===== config.mk =====
export PLATFORM = sky130hd
export DESIGN_NAME = ntt_out_stream
export DESIGN_NICKNAME = d
export VERILOG_FILES = /design/src/ntt_pkg.sv /design/src/ntt_out_stream.sv
export SDC_FILE = /design/constraint.sdc
export NUM_CORES = 1
export LEC_CHECK = 0
export BUFFER_PORTS_ARGS = -buffer_cell sky130_fd_sc_hd__buf_4
export CAP_MARGIN = 20
export CORE_ASPECT_RATIO = 0.6
export CORE_UTILIZATION = 41
export CTS_CLUSTER_SIZE = 24
export DETAILED_ROUTE_END_ITERATION = 10
export PLACE_DENSITY = 0.83
export REMOVE_ABC_BUFFERS = 1
export SYNTH_ARGS = -nofsm -noshare
export SYNTH_HDL_FRONTEND = slang
export SYNTH_SLANG_ARGS = --single-unit

===== constraint.sdc =====
create_clock -name clk -period 2 [get_ports clk]
set_clock_uncertainty 0.1 [all_clocks]
set_input_delay 0.4 -clock clk [delete_from_list [all_inputs] [get_ports clk]]
set_output_delay 0.4 -clock clk [all_outputs]
set_load 0.005 [all_outputs]

===== src/ntt_pkg.sv =====
/* shared constants and types for the 128-point NTT over q = 12289
   twiddles are in Montgomery form (w * 2^16 mod q); entry 0 is never read */
package ntt_pkg;

    // --------------------------------------------------
    // arithmetic
    // --------------------------------------------------
    localparam int Q         = 12289;
    localparam int Q_NEG_INV = 12287;    // -q^-1 mod 2^16

    localparam int COEF_W = 16;
    localparam int TWID_W = 14;
    localparam int WORD_W = 32;
    localparam int NIB_W  = 4;

    // --------------------------------------------------
    // frame geometry
    // --------------------------------------------------
    localparam int N_COEF  = 128;
    localparam int N_LANE  = 8;
    localparam int N_WORD  = N_COEF / N_LANE;
    localparam int N_STAGE = 7;
    localparam int N_STEP  = N_STAGE * N_COEF / (2 * N_LANE);

    // output credits held after reset
    localparam int CREDIT_MAX = 4;
    localparam int CREDIT_W   = $clog2(CREDIT_MAX + 1);

    // indexed by 2^stage + block
    localparam int TWIDDLES [N_COEF] = '{
            0,  7888, 11060, 11208,  6960,  4342,  6275,  9759,
         1591,  6399,  9477,  5266,   586,  5825,  7538,  9710,
         1134,  6407,  1711,   965,  7099,  7674,  3743,  6442,
        10414,  8100,  1885,  1688,  1364, 10329, 10164,  9180,
        12210,  6240,   997,   117,  4783,  4407,  1549,  7072,
         2829,  6458,  4431,  8877,  7144,  2564,  5664,  4042,
        12189,   432, 10751,  1237,  7610,  1534,  3983,  7863,
         2181,  6308,  8720,  6570,  4843,  1690,    14,  3872,
         5569,  9368, 12163,  2019,  7543,  2315,  4673,  7340,
         1553,  1156,  8401, 11389,  1020,  2967, 10772,  7045,
         3316, 11236,  5285, 11578, 10637, 10086,  9493,  6180,
         9277,  6130,  3323,   883, 10469,   489,  1502,  2851,
        11061,  9729,  2742, 12241,  4970, 10481, 10078,  1195,
          730,  1762,  3854,  2030,  5892, 10922,  9020,  5274,
         9179,  3604,  3782, 10206,  3180,  3467,  4668,  2446,
         7613,  9386,   834,  7703,  6836,  3403,  5351, 12276
    };

    // --------------------------------------------------
    // types
    // --------------------------------------------------
    typedef logic [COEF_W-1:0]             coef_t;
    typedef logic [TWID_W-1:0]             twid_t;
    typedef logic [WORD_W-1:0]             word_t;
    typedef logic [$clog2(N_STEP)-1:0]     step_t;
    typedef logic [$clog2(N_COEF)-1:0]     idx_t;
    typedef logic [N_LANE-1:0][COEF_W-1:0] lanes_t;
    typedef logic [N_LANE-1:0][TWID_W-1:0] twids_t;

    typedef enum logic [1:0] {
        PH_LOAD,
        PH_COMPUTE,
        PH_DRAIN
    } phase_t;

endpackage


===== src/ntt_out_stream.sv =====
/* in-order coefficient drain with credit flow control
   the sink may return at most as many credits as it has received */
`timescale 1ns/1ps

module ntt_out_stream (
    input  logic            clk,
    input  logic            rst_n,
    input  ntt_pkg::phase_t phase,
    input  logic            credit_return,
    output ntt_pkg::idx_t   rd_idx,
    input  ntt_pkg::coef_t  rd_data,
    output logic            out_valid,
    output ntt_pkg::coef_t  out_data,
    output logic            drain_done
);
    import ntt_pkg::*;

    logic [CREDIT_W-1:0] credits;
    logic                send;

    // hold off while the done pulse is still visible to the controller
    assign send = (phase == PH_DRAIN) && (credits != '0) && !drain_done;

    always_ff @(posedge clk or negedge rst_n) begin
        if (!rst_n) begin
            credits    <= CREDIT_W'(CREDIT_MAX);
            rd_idx     <= '0;
            out_valid  <= 1'b0;
            drain_done <= 1'b0;
        end else begin
            case ({send, credit_return})
                2'b10:   credits <= credits - 1'b1;
                2'b01:   credits <= credits + 1'b1;
                default: credits <= credits;
            endcase
            out_valid  <= send;
            drain_done <= send && (int'(rd_idx) == N_COEF - 1);
            if (send) begin
                // 127 wraps back to 0 for the next frame
                rd_idx <= rd_idx + 1'b1;
            end
        end
    end

    always_ff @(posedge clk) begin
        if (send) begin
            out_data <= rd_data;
        end
    end

    a_credit_bound: assert property (
        @(posedge clk) disable iff (!rst_n)
        int'(credits) <= CREDIT_MAX
    ) else $error("[ERROR] %0t credit count above maximum", $time);

endmodule


-- Word level (Yosys, flattened, before mapping)
Index checks and enable logic that the tools add are counted.
W data, S select, Z words.
- register bits: 28
- input bits: 21
- output and inout port bits: 25
- word-level logic and storage cells: 19
- add/subtract/negate cells: 3
- equal/unequal tests: 4
- muxes and demuxes: 1
- reduce and logical (&&, ||, !) cells: 6
- operators by type and width (cell ; number):
    $add A7 B1 Y7 const B ; 1
    $eq A7 B1 Y1 const B ; 1
    $pmux W3 S2 ; 1
    $eq A2 B2 Y1 const B ; 2
    $add A3 B1 Y3 const B ; 1
    $logic_and A1 B1 Y1 ; 3
    $reduce_bool A3 Y1 ; 1
    $sub A3 B1 Y3 const B ; 1
    $eq A2 B1 Y1 const B ; 1
    $reduce_bool A2 Y1 ; 1
    $logic_not A1 Y1 ; 1

-- Longest topological paths before layout
- depth in word-level cells: 5
- gate-level depth with buffers: 8
- mapped depth without buffers: 8

-- Least setup slack after synthesis
OpenSTA, ideal clock, no wires.
- kind: register to register
- start: register drain_done
- end: register credits[1]
- setup time: 0.125 ns
- arrival: 1.949 ns
- path slack: -0.174 ns
- stages on the path, launching flop included: 7
- buffers on the path: 0
- period minus slack after synthesis: 2.174 ns
- cell sequence: dfrtp_1 or3b_4 or2_4 ha_1 inv_1 fa_1 mux2_2
- word-level cells in the longest chain between the ends: 4
- ends and longest elaborated chain (element ; line ; text):
    from (decl) ; ntt_out_stream.sv:14 ; output logic drain_done
    from (signal assigned) ; ntt_out_stream.sv:37 ; drain_done <= send && (int'(rd_idx) == N_COEF - 1);
    $logic_not A1 Y1 * ; ntt_out_stream.sv:22 ; assign send = (phase == PH_DRAIN) && (credits != '0) && !drain_done;
    $logic_and A1 B1 Y1 * ; ntt_out_stream.sv:22 ;
    $eq A2 B1 Y1 / $eq A2 B2 Y1 (equally long branches) ; ntt_out_stream.sv:31 ; case ({send, credit_return})
    $pmux W3 S2 / $reduce_bool A2 Y1 (equally long branches) ; n/a ;
    to (signal assigned) ; ntt_out_stream.sv:32 ; 2'b10: credits <= credits - 1'b1;
    to (signal assigned) ; ntt_out_stream.sv:33 ; 2'b01: credits <= credits + 1'b1;
    to (signal assigned) ; ntt_out_stream.sv:34 ; default: credits <= credits;
    to (decl) ; ntt_out_stream.sv:18 ; logic [CREDIT_W-1:0] credits;
Mark *: on every way between the ends. The rest lies on a longest branch, timed or not.
A chain may end at the register's enable or synchronous reset.

-- Worst setup path after layout
Ends and elaborated chain as after synthesis.

==> impl_metrics.toml <==
[outcome]
status = "complete, but fails checks"
violations = "setup timing"

[floorplan]
die_h_um = 41.31
pin_count = 46
core.rowCount = 13
fp.coreArea_um2 = 2293
die_x_um = 67.52
initial_core_util_pct = 46.04
fp.dieArea_um2 = 2789

[setup_path]
cp.required_ns = 2.07
rr_startpoint = "drain_done$_DFF_PN0_"
setup.worst_path.class = "reg -> reg"
end_kind = "register"
worstReg2RegEnd = "credits[1]$_DFFE_PN0P_"
startpoint_type = "register"
worstSetupEndpoint = "credits[1]$_DFFE_PN0P_"
reg2reg_depth = 6
crit_fanout = 2
reg2reg_slack_ns = -0.16
critPathArrivalTime_ns = 2.23
cp-startpoint = "drain_done$_DFF_PN0_"

[drt]
post_drt_wl_per_cell_um = 15.46
drt-pass1-iter-count = 4
drtIter0Drc = 39
routed_wl_um = 2273
routed-via-count = 696
drc = 0
vias_per_cell = 4.735
drtAntennaViolNets = 0

[clock_tree]
clockBufferDepth = 2
cts_buffers = 3
clock_latency_ns = 0.27
clock_sinks = 28
htree_levels = 1
cts_tree = "yes"
path_clk_slew_ns = 0.09
root_buffer = "clkbuf_8"

[global_routing]
grt_use_met2_pct = 29.70
gr-usage-all-layers_pct = 17.27
grt_pass1_vias = 651
grt_max_degree = 17
overflow = 0
busiest_layer = "met2"
grt_pass1_wl_um = 3125
use_met3_pct = 6.250
antenna_found_initial = 0
grt_use_met1_pct = 21.12

[finish]
seqCellArea_um2 = 782.0
nFillCells = 154
multi_input_area_um2 = 284.0
fin_nets = 142
diodes = 0
layout.cells.non_filler = 147
drive_gt1_share_pct = 59.83
area_growth_pct = 52.61

[timing]
maxSlewViolCount = 0
fin_tns_setup_ns = -0.1628
setup_viol_count_final = 1
period_needed_ns = 2.163
max_freq_mhz = 462.4
fin_crit_sh_pct = 108.1
max_slew_margin_pct = 62.74
fin_ws_ns = -0.1628
hold_viol_final = 0
tightest_slew_ns = 0.5512
rsz0062_at_grt = "true"

[placed_design]
portBuffers = 45
place_hpwl_um = 1757
place.gp.congestion = 0.7110
dp_cells = 141

[synth]
synth_compound_area_share_pct = 0
ys_seq_area_share_pct = 74.05
ys_types = 23
synthMuxAreaShare_pct = 2.488
syn_area_per_cell_um2 = 18.21
synth_simple_gate_area_share_pct = 10.90
synth_fa_ha_area_share_pct = 4.265
netlist_area_um2 = 1056
syn_inst = 58
synth_top_family_by_area = "simple AND/OR/NAND/NOR gates"
synth-xor-area-share_pct = 7.464
yosys_warnings = 0
ys_ff_latch = 28

[min_path]
min-delay-start = "rd_data[14]"
hold_path_class = "in -> reg"

[pwr]
ir_worst_vdd_uv = 863.6
p_leak_nw = 0.7309
power_density_nw_per_um2 = 1158
p_total_w = 0.001867

[job]
maxCapViolCount = 0
-- report_power, final --
part	switching (W)	internal (W)	leakage (nW)
combinational	0.000216	0.000331	0.397
clock	0.000172	0.000268	0.0357
sequential	0.000129	0.000751	0.298
total	0.000517	0.00135	0.731
-- worst min path at each step --
| stage | endpoint | slack [ns] | cells past startpoint |
|---|---|---|---|
| detailed placement | drain_done$_DFF_PN0_ | 0.15 | 1 |
| global placement | drain_done$_DFF_PN0_ | 0.15 | 1 |
| floorplan | credits[0]$_DFFE_PN0P_ | 0.004 | 0 |
| CTS | out_data[14]$_DFFE_PP_ | 0.19 | 1 |
| global route | out_data[14]$_DFFE_PP_ | 0.18 | 1 |
| finish | out_data[14]$_DFFE_PP_ | 0.19 | 1 |
-- cell families (layout without fill, tap and decap cells) --
logic type               Yosys count  after routing
adder cells (fa/ha/maj)            3              3
XOR/XNOR                           9              9
AND/OR/NAND/NOR                   14             14
buffers and inverters              2             61
flip-flops                        28             28
multiplexers                       2              2
-- through the flow --
stage	setup WS (ns)	area [µm²]	hold slack, ns	utilization, %
3_5_place_dp	-0.3134	1504	0.1490	65.58
6_report	-0.1628	1612	0.1944	70.27
4_1_cts	-0.1407	1602	0.1910	69.83
2_1_floorplan	-0.1738	1056	0.004409	-
5_1_grt	-0.2067	1612	0.1849	70.27
3_3_place_gp	-0.2373	1504	0.1459	65.58
-- registers in the layout (all words and copies together) (netlist names) --
name        flops
out_data       16
rd_idx          7
credits         3
drain_done      1
out_valid       1
-- layer usage --
layer / part of all wire [%] / vias up
li1: - / 326
met1: 41 / 341
met2: 52 / 24
met3: 5.9 / 5
met4: 1.2 / 0
met5: 0 / -
-- worst max-delay path, stage by stage, from the launching register on --
cell	delay [ns]
dfrtp_1	0.39
or3b_4	0.38
or2_4	0.25
ha_4	0.16
inv_2	0.05
fa_2	0.44
mux2_4	0.29
-- area by class of cell --
cell class                      count  share of cell area [%]
Clock buffer                        3                   2.562
Multi-Input combinational cell     28                   17.62
Timing Repair Buffer               55                   26.55
Clock inverter                      1                   1.863
Inverter                            2                  0.5435
Tap cell                           30                   2.329
Sequential cell                    28                   48.52
-- repair_timing --
item                                    in CTS  in global routing
hold buffers                                 1                  0
endpoints found under the hold margin       11                  0
gates resized for setup                      4                  1
endpoints found under the setup margin       1                  2
pin swaps                                    3                  5
buffers inserted                             0                  2
-- cells in the mapped netlist, drive strengths merged --
cell      n  area (µm²)
dfrtp    11       275.3
edfxtp   16       480.5
mux2      2       26.27
or3b      1       11.26
nand2     2       7.510
nand3     1       5.000
or2       1       8.760
ha        2       25.02
inv       1       3.750
xnor2     2       17.52
nor2      2       7.510
and2      1       6.260
nor4b     2       23.77
nand4bb   1       11.26
xor2      7       61.31
clkinv    1       5.000
fa        1       20.02
dfstp     1       26.28
nor4      1       12.51
nor3      2       21.27
-- layout by cell type (no fill, tap or decap), types with 2 or more instances in the layout --
cell / instances
clkbuf_8: 3
xor2_1: 7
edfxtp_1: 16
xnor2_1: 2
buf_4: 53
nand2_1: 2
mux2_4: 2
dfrtp_1: 11
nor2_1: 2
Note: power is estimated with default switching activity, not from simulation.
