File: src/ntt_pkg.sv
/* shared constants and types for the 128-point NTT over q = 12289
   twiddles are in Montgomery form (w * 2^16 mod q); entry 0 is never read */
package ntt_pkg;

    // --------------------------------------------------
    // arithmetic
    // --------------------------------------------------
    localparam int Q         = 12289;
    localparam int Q_NEG_INV = 12287;    // -q^-1 mod 2^16

    localparam int COEF_W = 16;
    localparam int TWID_W = 14;
    localparam int WORD_W = 32;
    localparam int NIB_W  = 4;

    // --------------------------------------------------
    // frame geometry
    // --------------------------------------------------
    localparam int N_COEF  = 128;
    localparam int N_LANE  = 8;
    localparam int N_WORD  = N_COEF / N_LANE;
    localparam int N_STAGE = 7;
    localparam int N_STEP  = N_STAGE * N_COEF / (2 * N_LANE);

    // output credits held after reset
    localparam int CREDIT_MAX = 4;
    localparam int CREDIT_W   = $clog2(CREDIT_MAX + 1);

    // indexed by 2^stage + block
    localparam int TWIDDLES [N_COEF] = '{
            0,  7888, 11060, 11208,  6960,  4342,  6275,  9759,
         1591,  6399,  9477,  5266,   586,  5825,  7538,  9710,
         1134,  6407,  1711,   965,  7099,  7674,  3743,  6442,
        10414,  8100,  1885,  1688,  1364, 10329, 10164,  9180,
        12210,  6240,   997,   117,  4783,  4407,  1549,  7072,
         2829,  6458,  4431,  8877,  7144,  2564,  5664,  4042,
        12189,   432, 10751,  1237,  7610,  1534,  3983,  7863,
         2181,  6308,  8720,  6570,  4843,  1690,    14,  3872,
         5569,  9368, 12163,  2019,  7543,  2315,  4673,  7340,
         1553,  1156,  8401, 11389,  1020,  2967, 10772,  7045,
         3316, 11236,  5285, 11578, 10637, 10086,  9493,  6180,
         9277,  6130,  3323,   883, 10469,   489,  1502,  2851,
        11061,  9729,  2742, 12241,  4970, 10481, 10078,  1195,
          730,  1762,  3854,  2030,  5892, 10922,  9020,  5274,
         9179,  3604,  3782, 10206,  3180,  3467,  4668,  2446,
         7613,  9386,   834,  7703,  6836,  3403,  5351, 12276
    };

    // --------------------------------------------------
    // types
    // --------------------------------------------------
    typedef logic [COEF_W-1:0]             coef_t;
    typedef logic [TWID_W-1:0]             twid_t;
    typedef logic [WORD_W-1:0]             word_t;
    typedef logic [$clog2(N_STEP)-1:0]     step_t;
    typedef logic [$clog2(N_COEF)-1:0]     idx_t;
    typedef logic [N_LANE-1:0][COEF_W-1:0] lanes_t;
    typedef logic [N_LANE-1:0][TWID_W-1:0] twids_t;

    typedef enum logic [1:0] {
        PH_LOAD,
        PH_COMPUTE,
        PH_DRAIN
    } phase_t;

endpackage

File: src/ntt_ctrl.sv
/* frame FSM: collect 16 words, run 56 steps, then wait for the drain
   the source must hold in_valid low while busy */
`timescale 1ns/1ps

module ntt_ctrl (
    input  logic            clk,
    input  logic            rst_n,
    input  logic            in_valid,
    input  logic            drain_done,
    output logic            load,
    output ntt_pkg::phase_t phase,
    output ntt_pkg::step_t  step,
    output logic            busy
);
    import ntt_pkg::*;

    logic [$clog2(N_WORD)-1:0] word_cnt;

    assign load = in_valid && (phase == PH_LOAD);
    assign busy = (phase != PH_LOAD);

    always_ff @(posedge clk or negedge rst_n) begin
        if (!rst_n) begin
            phase    <= PH_LOAD;
            word_cnt <= '0;
            step     <= '0;
        end else begin
            case (phase)
                PH_LOAD: begin
                    if (load) begin
                        // wraps to zero on the 16th word
                        word_cnt <= word_cnt + 1'b1;
                        if (int'(word_cnt) == N_WORD - 1) begin
                            phase <= PH_COMPUTE;
                        end
                    end
                end
                PH_COMPUTE: begin
                    if (int'(step) == N_STEP - 1) begin
                        step  <= '0;
                        phase <= PH_DRAIN;
                    end else begin
                        step <= step + 1'b1;
                    end
                end
                PH_DRAIN: begin
                    if (drain_done) begin
                        phase <= PH_LOAD;
                    end
                end
                default: phase <= PH_LOAD;
            endcase
        end
    end

    a_no_input_while_busy: assert property (
        @(posedge clk) disable iff (!rst_n)
        in_valid |-> !busy
    ) else $error("[ERROR] %0t in_valid while busy", $time);

    a_step_range: assert property (
        @(posedge clk) disable iff (!rst_n)
        int'(step) < N_STEP
    ) else $error("[ERROR] %0t step out of range", $time);

endmodule

File: config.mk
export PLATFORM = sky130hd
export DESIGN_NAME = ntt_ctrl
export DESIGN_NICKNAME = d
export VERILOG_FILES = /design/src/ntt_pkg.sv /design/src/ntt_ctrl.sv
export SDC_FILE = /design/constraint.sdc
export NUM_CORES = 1
export LEC_CHECK = 0
export BUFFER_PORTS_ARGS = -buffer_cell sky130_fd_sc_hd__buf_2
export CAP_MARGIN = 20
export CORE_AREA = 2 2 39 41
export CTS_CLUSTER_SIZE = 16
export DETAILED_ROUTE_END_ITERATION = 12
export DIE_AREA = 0 0 41 43
export GPL_ROUTABILITY_DRIVEN = 0
export PLACE_DENSITY_LB_ADDON = 0.15
export SETUP_SLACK_MARGIN = 0.2
export SYNTH_ARGS = -nofsm -noshare
export SYNTH_HDL_FRONTEND = slang
export SYNTH_SLANG_ARGS = --single-unit
File: constraint.sdc
create_clock -name clk -period 3.58 [get_ports clk]
set_input_delay 0.179 -clock clk [delete_from_list [all_inputs] [get_ports clk]]
set_output_delay 0.179 -clock clk [all_outputs]
set_load 0.03 [all_outputs]
### Word-level counts from Yosys, hierarchy flattened

Index checks and enable logic that the tools add are counted.

* multiplexer cells: 6
* add/sub/neg operators: 2
* reduce and logical (&&, ||, !) cells: 5
* equality and inequality tests: 8

Operators with widths (number)
* 2-to-1 mux 2 bit: 4
* adder 6 x 1 -> 6 bit, second input constant: 1
* equality test 6 x 5 -> 1 bit, second input constant: 1
* 2-to-1 mux 6 bit: 1
* inequality test 2 bit, second input constant: 3
* case mux 2 bit (3 select lines): 1
* adder 4 x 1 -> 4 bit, second input constant: 1
* equality test 4 x 1 -> 1 bit, second input constant: 1
* AND reduction 4 bit: 1
* equality test 2 x 1 -> 1 bit, second input constant: 1
* equality test 2 bit, second input constant: 1
* logical NOT 2 bit: 1
* inequality test 2 x 1 -> 1 bit, second input constant: 1
* AND reduction 2 bit: 1
* nonzero test 2 bit: 1
* logical AND 1 bit: 1

* input bits: 4
* logic and storage cells: 24
* output and inout bits: 10
* flip-flop bits (word level): 12

### Logic depth before layout (Yosys ltp)

* depth in word-level cells: 4
* depth in mapped cells: 5

### Least setup slack after synthesis

No wires, ideal clock.

* kind: register to register
* from: register phase[0]
* to: register word_cnt[1]
* required time: 3452 ps
* slack: 2065 ps
* library setup time: 128 ps
* stages on the path, launching flop included: 4
* arrival time: 1387 ps
* cells stage by stage: dfrtp_1 > or2_4 > nor2_8 > mux2_1

* word-level cells in the longest chain between the ends: 3

RTL lines
* start: declaration: line ntt_ctrl.sv:11 `output ntt_pkg::phase_t phase,`
* start signal: assignment: line ntt_ctrl.sv:24 `phase <= PH_LOAD;`
* start signal: assignment: line ntt_ctrl.sv:34 `phase <= PH_COMPUTE;`
* start signal: assignment: line ntt_ctrl.sv:41 `phase <= PH_DRAIN;`
* logical NOT 2 bit: line ntt_ctrl.sv:19 `assign load = in_valid && (phase == PH_LOAD);`
* logical AND 1 bit: line ntt_ctrl.sv:19
* named net load: line ntt_ctrl.sv:10 `output logic load,`
* AND reduction 2 bit (no source line)
* end signal: assignment: line ntt_ctrl.sv:32 `word_cnt <= word_cnt + 1'b1;`
* end: declaration: line ntt_ctrl.sv:17 `logic [$clog2(N_WORD)-1:0] word_cnt;`

The timed path passes the listed nets, and every way through them passes these cells.
A chain may end at the register's enable or synchronous reset.

### Worst setup path in the final report

* from: register phase[0]
* to: output load

* word-level cells in the longest chain between the ends: 2

RTL lines (line)
* logical NOT 2 bit: ntt_ctrl.sv:19
* logical AND 1 bit: ntt_ctrl.sv:19
* end: declaration: ntt_ctrl.sv:10

Every way passes these cells.

==> flow_metrics.py <==
metrics = {
    "run_status": {
        "status": "finished, final reports clean",
    },
    "cts": {
        "htree_levels": 1,
        "cts_tree": "yes",
        "ctsHoldBuffers": 1,
        "clkTransAtPathRegs_ns": 0.08,
        "root_buffer": "clkbuf_4",
        "numCtsBuffers": 3,
        "clk_path_buf_depth": 2,
        "cts_resized": 0,
        "cts_sinks": 12,
        "cts_setup_buffers": 0,
        "clk_latency_ns": 0.27,
    },
    "synth": {
        "synth_fa_ha_area_share_pct": 4.38,
        "synth_warnings": 0,
        "synthXorXnorAreaFrac_pct": 6.13,
        "synth_fp_nets": 59,
        "synth-simple-area-share_pct": 25.6,
        "ys_seq_elements": 12,
        "synth_compound_area_share_pct": 7.88,
        "syn_area_um2": 572,
        "synth_top_family_by_area": "simple AND/OR/NAND/NOR gates",
        "yosysSeqAreaShare_pct": 52.5,
        "synthMuxAreaShare_pct": 1.97,
        "yosysUniqueCellTypes": 23,
        "avgSynthCellArea_um2": 10.8,
        "synth_cells": 53,
    },
    "sta": {
        "min_period_over_period_pct": 41.5,
        "setup_tns_ns": 0,
        "hold_ws_ns": 0.179,
        "finalHoldViolCount": 0,
        "fmax_mhz": 673,
        "setup_viol": 0,
        "tightest_slew_ns": 0.522,
        "finClkSkew_ns": 0.00249,
        "slew_headroom_pct": 65.2,
        "slew_viol_final": 0,
        "period_minus_slack_ns": 1.49,
        "rsz0062_at_grt": "no",
    },
    "finish": {
        "fill_cells": 137,
        "layout_commonest_cell": "buf_2",
        "drive_gt1_share_pct": 28.6,
        "multi_input_area_um2": 263,
        "post-route-util_pct": 50.5,
        "regArea_um2": 300,
        "area_growth_syn_to_layout_pct": 22.1,
        "most-common-layout-cells": "buf_2 (13), nand2_1 (12), dfrtp_1 (12)",
        "nets": 77,
        "fin_cells": 86,
        "antenna_cells": 0,
    },
    "detailed_routing": {
        "viasPerCell": 5.06,
        "routedWlPerCell_um": 11.6,
        "drt_iter0_markers": 5,
        "drc": 0,
        "first_pass_iters": 4,
        "finalWirelength_um": 999,
        "ant_nets": 0,
        "via_count": 435,
    },
    "power_and_ir_drop": {
        "leakage_nw": 0.350,
        "peakVddDrop_v": 0.000378,
        "p_per_area_nw_per_um2": 937,
    },
    "place": {
        "placed_cells": 81,
        "io_buffer_count": 13,
        "dp_hpwl_um": 739,
    },
    "grt": {
        "grt-ovfl-total": 0,
        "grt_usage_pct": 13.7,
        "grt_pass1_vias": 401,
        "antenna_found_initial": 0,
        "grt_pass1_wl_um": 1680,
        "grt_start_max_net_pins": 13,
    },
    "die": {
        "floorplan.initialDensity_pct": 41.3,
        "die_y_um": 43,
        "core_um2": 1380,
        "core.rowCount": 14,
        "dieArea_um2": 1760,
        "io_pins": 14,
        "fp.dieW_um": 41,
    },
    "setup_path": {
        "crit_arrival_ns": 1.31,
        "cp_max_fo": 6,
        "worstPathCellList": "or2_4, nor2_8, buf_2",
        "crit_buf_inv": 1,
        "required_ns": 3.40,
        "worstSetupStartpointType": "flop",
        "end_kind": "output pin",
        "worst-path-stages": 3,
        "crit_type": "flop to output pin",
        "critical-path-top-delay-family": "flip-flops",
        "cpPeakStageDelay_ns": 0.41,
        "reg2reg_depth": 4,
        "cp_slowest_cell": "dfrtp_1",
    },
    "min_path": {
        "worstHoldPathType": "input port to flop",
        "worst_hold_path.num_cells": 3,
    },
    "run": {
        "maxCapViolations": 0,
    },
}
==> cell families (layout without fill, tap and decap cells) <==
| kind of cell | after synthesis | in the layout |
|---|---|---|
| multiplexers | 1 | 1 |
| AO/OA/AOI/OAI | 7 | 7 |
| adder cells (fa/ha/maj) | 2 | 2 |
| flip-flops | 12 | 12 |
| XOR/XNOR | 4 | 4 |
| AND/OR/NAND/NOR | 25 | 25 |
| buffers and inverters | 2 | 19 |
==> registers in the layout, indices dropped and copies added (netlist names) <==
signal,count
word_cnt,4
phase,2
step,6
==> stage by stage <==
step                power [mW]  setup slack, ns  cell area [um^2]
detailed placement       0.552             2.27               652
finish                   0.654             2.09               698
CTS                      0.663             2.08               698
global route             0.707             2.02               698
global placement         0.550             2.29               652
floorplan                0.477             2.07               572
==> cells in the mapped netlist (all sizes together) <==
cell type	count	area, um^2
xor2	1	8.76
buf	1	5.00
or2	2	15.0
o21ai	3	15.0
nor2b	1	6.26
o22ai	1	6.26
and3	1	6.26
nand4	4	31.3
nand3	2	10.0
xnor2	3	26.3
mux2	1	11.3
inv	1	3.75
a31oi	1	6.26
dfrtp	12	300
ha	2	25.0
a41oi	1	8.76
nand2	12	45.0
nor2	1	20.0
nand2b	2	12.5
o2111ai	1	8.76
==> power breakdown <==
group | total [mW] | leakage, nW | internal [mW] | switching, mW
Combinational | 0.283 | 0.179 | 0.100 | 0.183
Sequential | 0.263 | 0.149 | 0.194 | 0.0684
Clock | 0.109 | 0.0210 | 0.0617 | 0.0471
==> area by class of cell <==
type / count / share of cell area [%]
Sequential cell: 12 / 43.0
Inverter: 1 / 0.538
Clock buffer: 4 / 5.20
Tap cell: 16 / 2.87
Timing Repair Buffer: 14 / 10.8
Multi-Input combinational cell: 39 / 37.6
==> routing by layer <==
metal	wire [um]	GRT usage (%)
met1	436	17.4
met5	0	0
met3	33	3.14
met2	525	21.3
met4	4	6.00
==> tightest hold or removal path, cell delays in order <==
cell      delay, ns
buf_2          0.07
nand2b_1       0.08
o22ai_1        0.07
==> final timing paths <==
path | start | end | slack [ns]
max | phase[0] | load | 2.09
min | drain_done | phase[1] | 0.18
max in group asynchronous | rst_n | word_cnt[2] | 3.06
min reg2reg | word_cnt[3] | word_cnt[3] | 0.48
min in group asynchronous | rst_n | step[5] | 0.31
max reg2reg | phase[0] | step[4] | 2.24
No activity file was read; power rests on OpenSTA's default activity.
