==> config.mk <==
export PLATFORM = sky130hd
export DESIGN_NAME = ntt_butterfly
export DESIGN_NICKNAME = d
export VERILOG_FILES = /design/src/ntt_pkg.sv /design/src/ntt_butterfly.sv
export SDC_FILE = /design/constraint.sdc
export NUM_CORES = 1
export LEC_CHECK = 0
export CORE_UTILIZATION = 45
export DETAILED_ROUTE_END_ITERATION = 16
export DONT_BUFFER_PORTS = 1
export MAX_ROUTING_LAYER = met4
export PLACE_DENSITY = 0.63
export SYNTH_ARGS = -nofsm -noshare
export SYNTH_HDL_FRONTEND = slang
export SYNTH_SLANG_ARGS = --single-unit
export TNS_END_PERCENT = 5
==> constraint.sdc <==
create_clock -name vclk -period 72
set_input_delay 14.4 -clock vclk [all_inputs]
set_output_delay 14.4 -clock vclk [all_outputs]
set_load 0.1 [all_outputs]
==> src/ntt_pkg.sv <==
/* shared constants and types for the 128-point NTT over q = 12289
   twiddles are in Montgomery form (w * 2^16 mod q); entry 0 is never read */
package ntt_pkg;

    // --------------------------------------------------
    // arithmetic
    // --------------------------------------------------
    localparam int Q         = 12289;
    localparam int Q_NEG_INV = 12287;    // -q^-1 mod 2^16

    localparam int COEF_W = 16;
    localparam int TWID_W = 14;
    localparam int WORD_W = 32;
    localparam int NIB_W  = 4;

    // --------------------------------------------------
    // frame geometry
    // --------------------------------------------------
    localparam int N_COEF  = 128;
    localparam int N_LANE  = 8;
    localparam int N_WORD  = N_COEF / N_LANE;
    localparam int N_STAGE = 7;
    localparam int N_STEP  = N_STAGE * N_COEF / (2 * N_LANE);

    // output credits held after reset
    localparam int CREDIT_MAX = 4;
    localparam int CREDIT_W   = $clog2(CREDIT_MAX + 1);

    // indexed by 2^stage + block
    localparam int TWIDDLES [N_COEF] = '{
            0,  7888, 11060, 11208,  6960,  4342,  6275,  9759,
         1591,  6399,  9477,  5266,   586,  5825,  7538,  9710,
         1134,  6407,  1711,   965,  7099,  7674,  3743,  6442,
        10414,  8100,  1885,  1688,  1364, 10329, 10164,  9180,
        12210,  6240,   997,   117,  4783,  4407,  1549,  7072,
         2829,  6458,  4431,  8877,  7144,  2564,  5664,  4042,
        12189,   432, 10751,  1237,  7610,  1534,  3983,  7863,
         2181,  6308,  8720,  6570,  4843,  1690,    14,  3872,
         5569,  9368, 12163,  2019,  7543,  2315,  4673,  7340,
         1553,  1156,  8401, 11389,  1020,  2967, 10772,  7045,
         3316, 11236,  5285, 11578, 10637, 10086,  9493,  6180,
         9277,  6130,  3323,   883, 10469,   489,  1502,  2851,
        11061,  9729,  2742, 12241,  4970, 10481, 10078,  1195,
          730,  1762,  3854,  2030,  5892, 10922,  9020,  5274,
         9179,  3604,  3782, 10206,  3180,  3467,  4668,  2446,
         7613,  9386,   834,  7703,  6836,  3403,  5351, 12276
    };

    // --------------------------------------------------
    // types
    // --------------------------------------------------
    typedef logic [COEF_W-1:0]             coef_t;
    typedef logic [TWID_W-1:0]             twid_t;
    typedef logic [WORD_W-1:0]             word_t;
    typedef logic [$clog2(N_STEP)-1:0]     step_t;
    typedef logic [$clog2(N_COEF)-1:0]     idx_t;
    typedef logic [N_LANE-1:0][COEF_W-1:0] lanes_t;
    typedef logic [N_LANE-1:0][TWID_W-1:0] twids_t;

    typedef enum logic [1:0] {
        PH_LOAD,
        PH_COMPUTE,
        PH_DRAIN
    } phase_t;

endpackage

==> src/ntt_butterfly.sv <==
/* Cooley-Tukey butterfly mod q, purely combinational
   inputs must already be reduced below q */
`timescale 1ns/1ps

module ntt_butterfly (
    input  ntt_pkg::coef_t a,
    input  ntt_pkg::coef_t b,
    input  ntt_pkg::twid_t twiddle,
    output ntt_pkg::coef_t res_a,
    output ntt_pkg::coef_t res_b
);
    import ntt_pkg::*;

    logic [29:0] prod;
    logic [15:0] m_lo;
    logic [31:0] t_sum;
    logic [15:0] z;
    coef_t       r;
    logic [16:0] sum;

    // montgomery reduction of b * twiddle
    assign prod  = 30'(b) * 30'(twiddle);
    assign m_lo  = prod[15:0] * 16'(Q_NEG_INV);
    // low half of t_sum is zero by construction
    assign t_sum = 32'(prod) + 32'(m_lo) * 32'(Q);
    assign z     = t_sum[31:16];
    assign r     = (z >= 16'(Q)) ? z - 16'(Q) : z;

    // modular sum and difference
    assign sum   = 17'(a) + 17'(r);
    assign res_a = (sum >= 17'(Q)) ? coef_t'(sum - 17'(Q)) : coef_t'(sum);
    assign res_b = (a >= r) ? a - r : a + 16'(Q) - r;

    always_comb begin
        if (a < 16'(Q) && b < 16'(Q)) begin
            assert (res_a < 16'(Q) && res_b < 16'(Q))
                else $error("[ERROR] %0t butterfly result not reduced", $time);
        end
    end

endmodule

# == Yosys cells after proc, flatten, opt, wreduce, memory -nomap -nowiden ==
# Cells that the tools add are included.
# W data, S select, Z words.
# classes
add_sub_neg,7
mul,3
magnitude_cmp,3
n_mux,3
# ops
op,n
$mux W16,3
$sub A16 B16 Y16,2
$add A30 B30 Y31,1
$mul A16 B14 Y30,1
$mul A16 B14 Y30 const B,1
$add A16 B16 Y17,1
$ge A17 B14 Y1 const B,1
$add A16 B14 Y16 const B,1
$ge A16 B16 Y1,1
$mul A16 B14 Y16 const B,1
$sub A15 B14 Y16 const B,1
$sub A16 B14 Y16 const B,1
$ge A15 B14 Y1 const B,1
# word_totals
register_bits,0
input_bits,46
out_inout_bits,32
elab_cells,16

# == Logic depth before layout (Yosys ltp) ==
# depth
depth_word,9
mapped_depth,76
ltp_nobuf,74

# == Least setup slack after synthesis ==
# OpenSTA, ideal clock, no wires.
# synth_path
kind,input -> output
from,in twiddle[2]
to,out res_b[2]
arrival_time_ns,32.451
required_time_ns,57.600
path_slack_ns,25.149
cell_stages,69
n_path_buf,3
path_cell_list,clkbuf_1 -> nand2_1 -> fa_1 -> fa_1 -> fa_1 -> inv_1 -> ha_1 -> inv_1 -> fa_1 -> fa_1 -> inv_1 -> ha_1 -> a21o_1 -> a31o_2 -> a21oi_1 -> o21bai_1 -> a21oi_1 -> xnor2_1 -> [... 33 more ...] -> o21ai_4 -> nand2_1 -> a21boi_0 -> inv_1 -> fa_1 -> a31oi_1 -> nor2_1 -> nor2_1 -> o21bai_1 -> a21oi_1 -> nor3_1 -> nor2_1 -> o21bai_1 -> a211oi_1 -> o21ai_0 -> clkbuf_1 -> clkbuf_1 -> o21ai_0
# synth_via
elab_chain_len,8
word_cells_on_any_way,11
cone_classes,4 x add/sub; 3 x mul; 2 x order compare; 2 x mux
# synth_lines
item,line,rtl
from (decl),ntt_butterfly.sv:8,"input ntt_pkg::twid_t twiddle,"
$mul A16 B14 Y30 (*),ntt_butterfly.sv:22,assign prod = 30'(b) * 30'(twiddle);
$mul A16 B14 Y16,ntt_butterfly.sv:23,assign m_lo = prod[15:0] * 16'(Q_NEG_INV);
$mul A16 B14 Y30,ntt_butterfly.sv:25,assign t_sum = 32'(prod) + 32'(m_lo) * 32'(Q);
$add A30 B30 Y31 (*),ntt_butterfly.sv:25,
$sub A15 B14 Y16 / $ge A15 B14 Y1 (equally long branches),ntt_butterfly.sv:27,assign r = (z >= 16'(Q)) ? z - 16'(Q) : z;
$mux W16 (*),ntt_butterfly.sv:27,
$sub A16 B16 Y16 / $ge A16 B16 Y1 (equally long branches),ntt_butterfly.sv:32,assign res_b = (a >= r) ? a - r : a + 16'(Q) - r;
$mux W16 (*),ntt_butterfly.sv:32,
to (decl),ntt_butterfly.sv:10,output ntt_pkg::coef_t res_b
# Every way passes the cells marked *; elsewhere a longest branch is shown, timed or not.

# == Worst setup path in the final report ==
# layout_path
from,in b[8]
to,out res_a[4]
# layout_via
elab_chain_len,9
word_cells_on_any_way,11
cone_classes,4 x add/sub; 3 x mul; 2 x order compare; 2 x mux
# layout_lines
item,line,rtl
from (decl),ntt_butterfly.sv:7,"input ntt_pkg::coef_t b,"
$mul A16 B14 Y30 (*),ntt_butterfly.sv:22,
$mul A16 B14 Y16,ntt_butterfly.sv:23,
$mul A16 B14 Y30,ntt_butterfly.sv:25,
$add A30 B30 Y31 (*),ntt_butterfly.sv:25,
$sub A15 B14 Y16 / $ge A15 B14 Y1 (equally long branches),ntt_butterfly.sv:27,
$mux W16 (*),ntt_butterfly.sv:27,
$add A16 B16 Y17 (*),ntt_butterfly.sv:30,assign sum = 17'(a) + 17'(r);
$sub A16 B14 Y16 / $ge A17 B14 Y1 (equally long branches),ntt_butterfly.sv:31,assign res_a = (sum >= 17'(Q)) ? coef_t'(sum - 17'(Q)) : coef_t'(sum);
$mux W16 (*),ntt_butterfly.sv:31,
to (decl),ntt_butterfly.sv:9,"output ntt_pkg::coef_t res_a,"
# Marks and branches as above.

==> results.sh <==
export IMPL_viasPerCell=5.250
export IMPL_fin_crit_ns=47.12
export IMPL_cp_start_kind="input port"
export IMPL_min_delay_start="a[0]"
export IMPL_drt_wl_total_um=37010
export IMPL_cp_common_cell="fa_1"
export IMPL_yosys_top_cells_count="inv_1, ha_1, fa_1"
export IMPL_post_cts_resized=0
export IMPL_critPathMaxFanout=15
export IMPL_ys_warn_count=0
export IMPL_vias=12110
export IMPL_holdPathStages=2
export IMPL_path_class="input port to output pin"
export IMPL_die_area_sq_um=36490
export IMPL_synth_cell_type_count=69
export IMPL_grt_usage=0.2143
export IMPL_slew_viol_final=0
export IMPL_synth_most_common_cell="inv_1"
export IMPL_tightest_slew_ns=1.176
export IMPL_drive_gt1_frac=0.03836
export IMPL_synth_nets=2501
export IMPL_core_area_sq_um=34880
export IMPL_grt_setup_unrepaired="no"
export IMPL_max_freq_mhz=21.22
export IMPL_hold_path_class="input port to output pin"
export IMPL_first_pass_iters=5
export IMPL_period_share=0.6545
export IMPL_ys_seq_area_frac=0
export IMPL_grt_max_degree=25
export IMPL_hold_end="res_b[0]"
export IMPL_die_x_um=191.0
export IMPL_area_delta_synth_final_pct=4.553
export IMPL_synth_top_area_frac=0.3188
export IMPL_synthTopCellsByArea="fa_1, ha_1, inv_1"
export IMPL_start_util=0.4609
export IMPL_setup_tns_ns=0
export IMPL_status="finished clean"
export IMPL_syn_inst=1877
export IMPL_clkbuf_count=0
export IMPL_final_nets=2477
export IMPL_cp_arrival_ns=32.72
export IMPL_synth_area_per_cell_sq_um=8.566
export IMPL_regArea_sq_um=0
export IMPL_cp_slowest_cell="xor2_2"
export IMPL_dpl_hpwl_um=32470
export IMPL_antenna_left=0
export IMPL_setup_worst_path_end_class="output pin"
export IMPL_finalSetupViolCount=0
export IMPL_post_cts_buffers=0
export IMPL_hold_viol_final=0
export IMPL_gr_total_overflow=0
export IMPL_multi_input_area_sq_um=14650
export IMPL_cts_hold_fix_buffers=0
export IMPL_die_h_um=191.0
export IMPL_core_rowCount=68
export IMPL_grt_pass1_wl_um=61690
export IMPL_ios=78
export IMPL_yosys_area_top_type="fa_1"
export IMPL_netlist_area_sq_um=16080
export IMPL_drt_iter0_drc=550
export IMPL_seq_cells=0
export IMPL_maxCapViolCount=0
export IMPL_crit_required_ns=57.60
export IMPL_crit_path_max_incr_delay_ns=0.92
export IMPL_antenna_found_initial=0
export IMPL_fillers=3396
export IMPL_place_congestion=0.8892
export IMPL_antenna_cells=0
export IMPL_drc=0
export IMPL_routedWlPerCell_um=16.05
export IMPL_io_buffers=0
export IMPL_grt_pass1_vias=12430
export IMPL_slew_headroom=0.2152
==> worst max path at each step <==
| stage | startpoint | to | cells past startpoint |
|---|---|---|---|
| floorplan | twiddle[2] | res_b[2] | 69 |
| global placement | b[8] | res_a[10] | 65 |
| detailed placement | b[8] | res_a[4] | 66 |
| CTS | b[8] | res_a[4] | 66 |
| global route | b[3] | res_a[4] | 69 |
| finish | b[8] | res_a[4] | 66 |
==> per-stage QoR <==
step / hold slack [ns] / setup WS [ns] / area, sq um / cells / utilization
after floorplan: 29.42 / 25.15 / 16080 / 1877 / -
after detailed placement: 29.35 / 24.89 / 16810 / 2306 / 0.4819
after global placement: 29.35 / 25.13 / 16810 / 2306 / 0.4819
after global routing: 29.36 / 23.57 / 16810 / 2306 / 0.4819
after CTS: 29.35 / 24.80 / 16810 / 2306 / 0.4819
final: 29.35 / 24.88 / 16810 / 2306 / 0.4819
==> critical path, delay by kind of cell <==
family                     cells  cell delay [ns]
adders and majority gates     20             8.80
xor gates and xnor gates      14             3.72
and+or+nand+nor                9             2.34
AOI/OAI and AO/OA             10             2.22
buffers and inverters         13             1.17
==> routing by layer <==
metal | GRT usage | share of wire
met5 | - | 0
met4 | 0.02646 | 0.012
met3 | 0.009179 | 0.032
met2 | 0.3581 | 0.49
met1 | 0.2950 | 0.47
==> cell type report <==
class / instances / share of cell area
Timing Repair Buffer: 18 / 0.008039
Multi-Input combinational cell: 1445 / 0.8715
Tap cell: 455 / 0.03387
Inverter: 388 / 0.08664
==> cells in the final DEF (no fill, tap or decap), types with 4 or more instances in the layout <==
cell	n
a2111oi_0	4
a21boi_0	7
a21o_1	26
a21oi_1	68
a21oi_2	4
a311oi_1	4
a31oi_1	9
and2_1	118
and3_1	9
buf_4	18
fa_1	256
ha_1	322
inv_1	387
nand2_1	162
nand2b_1	9
nand3_1	16
nand4_1	5
nor2_1	79
nor2b_1	13
nor3_1	30
o211ai_1	5
o21a_1	13
o21ai_0	41
o21ai_2	8
o21bai_1	12
o31ai_1	5
or2_2	4
or3_1	8
xnor2_1	87
xnor2_2	8
xor2_1	42
xor2_2	6
==> cells by family after synthesis <==
kind of cell    count (synthesis)  share of synthesized area
compound gates                249                     0.1036
simple gates                  470                     0.1447
mux                             5                   0.003191
fa+ha+maj                     578                     0.5693
xor+xnor                      143                    0.07837
buf+inv                       432                     0.1009
Power is left out: the tool's default activity adds up to more than one toggle a clock period on the data nets, which glitch-free logic cannot reach.
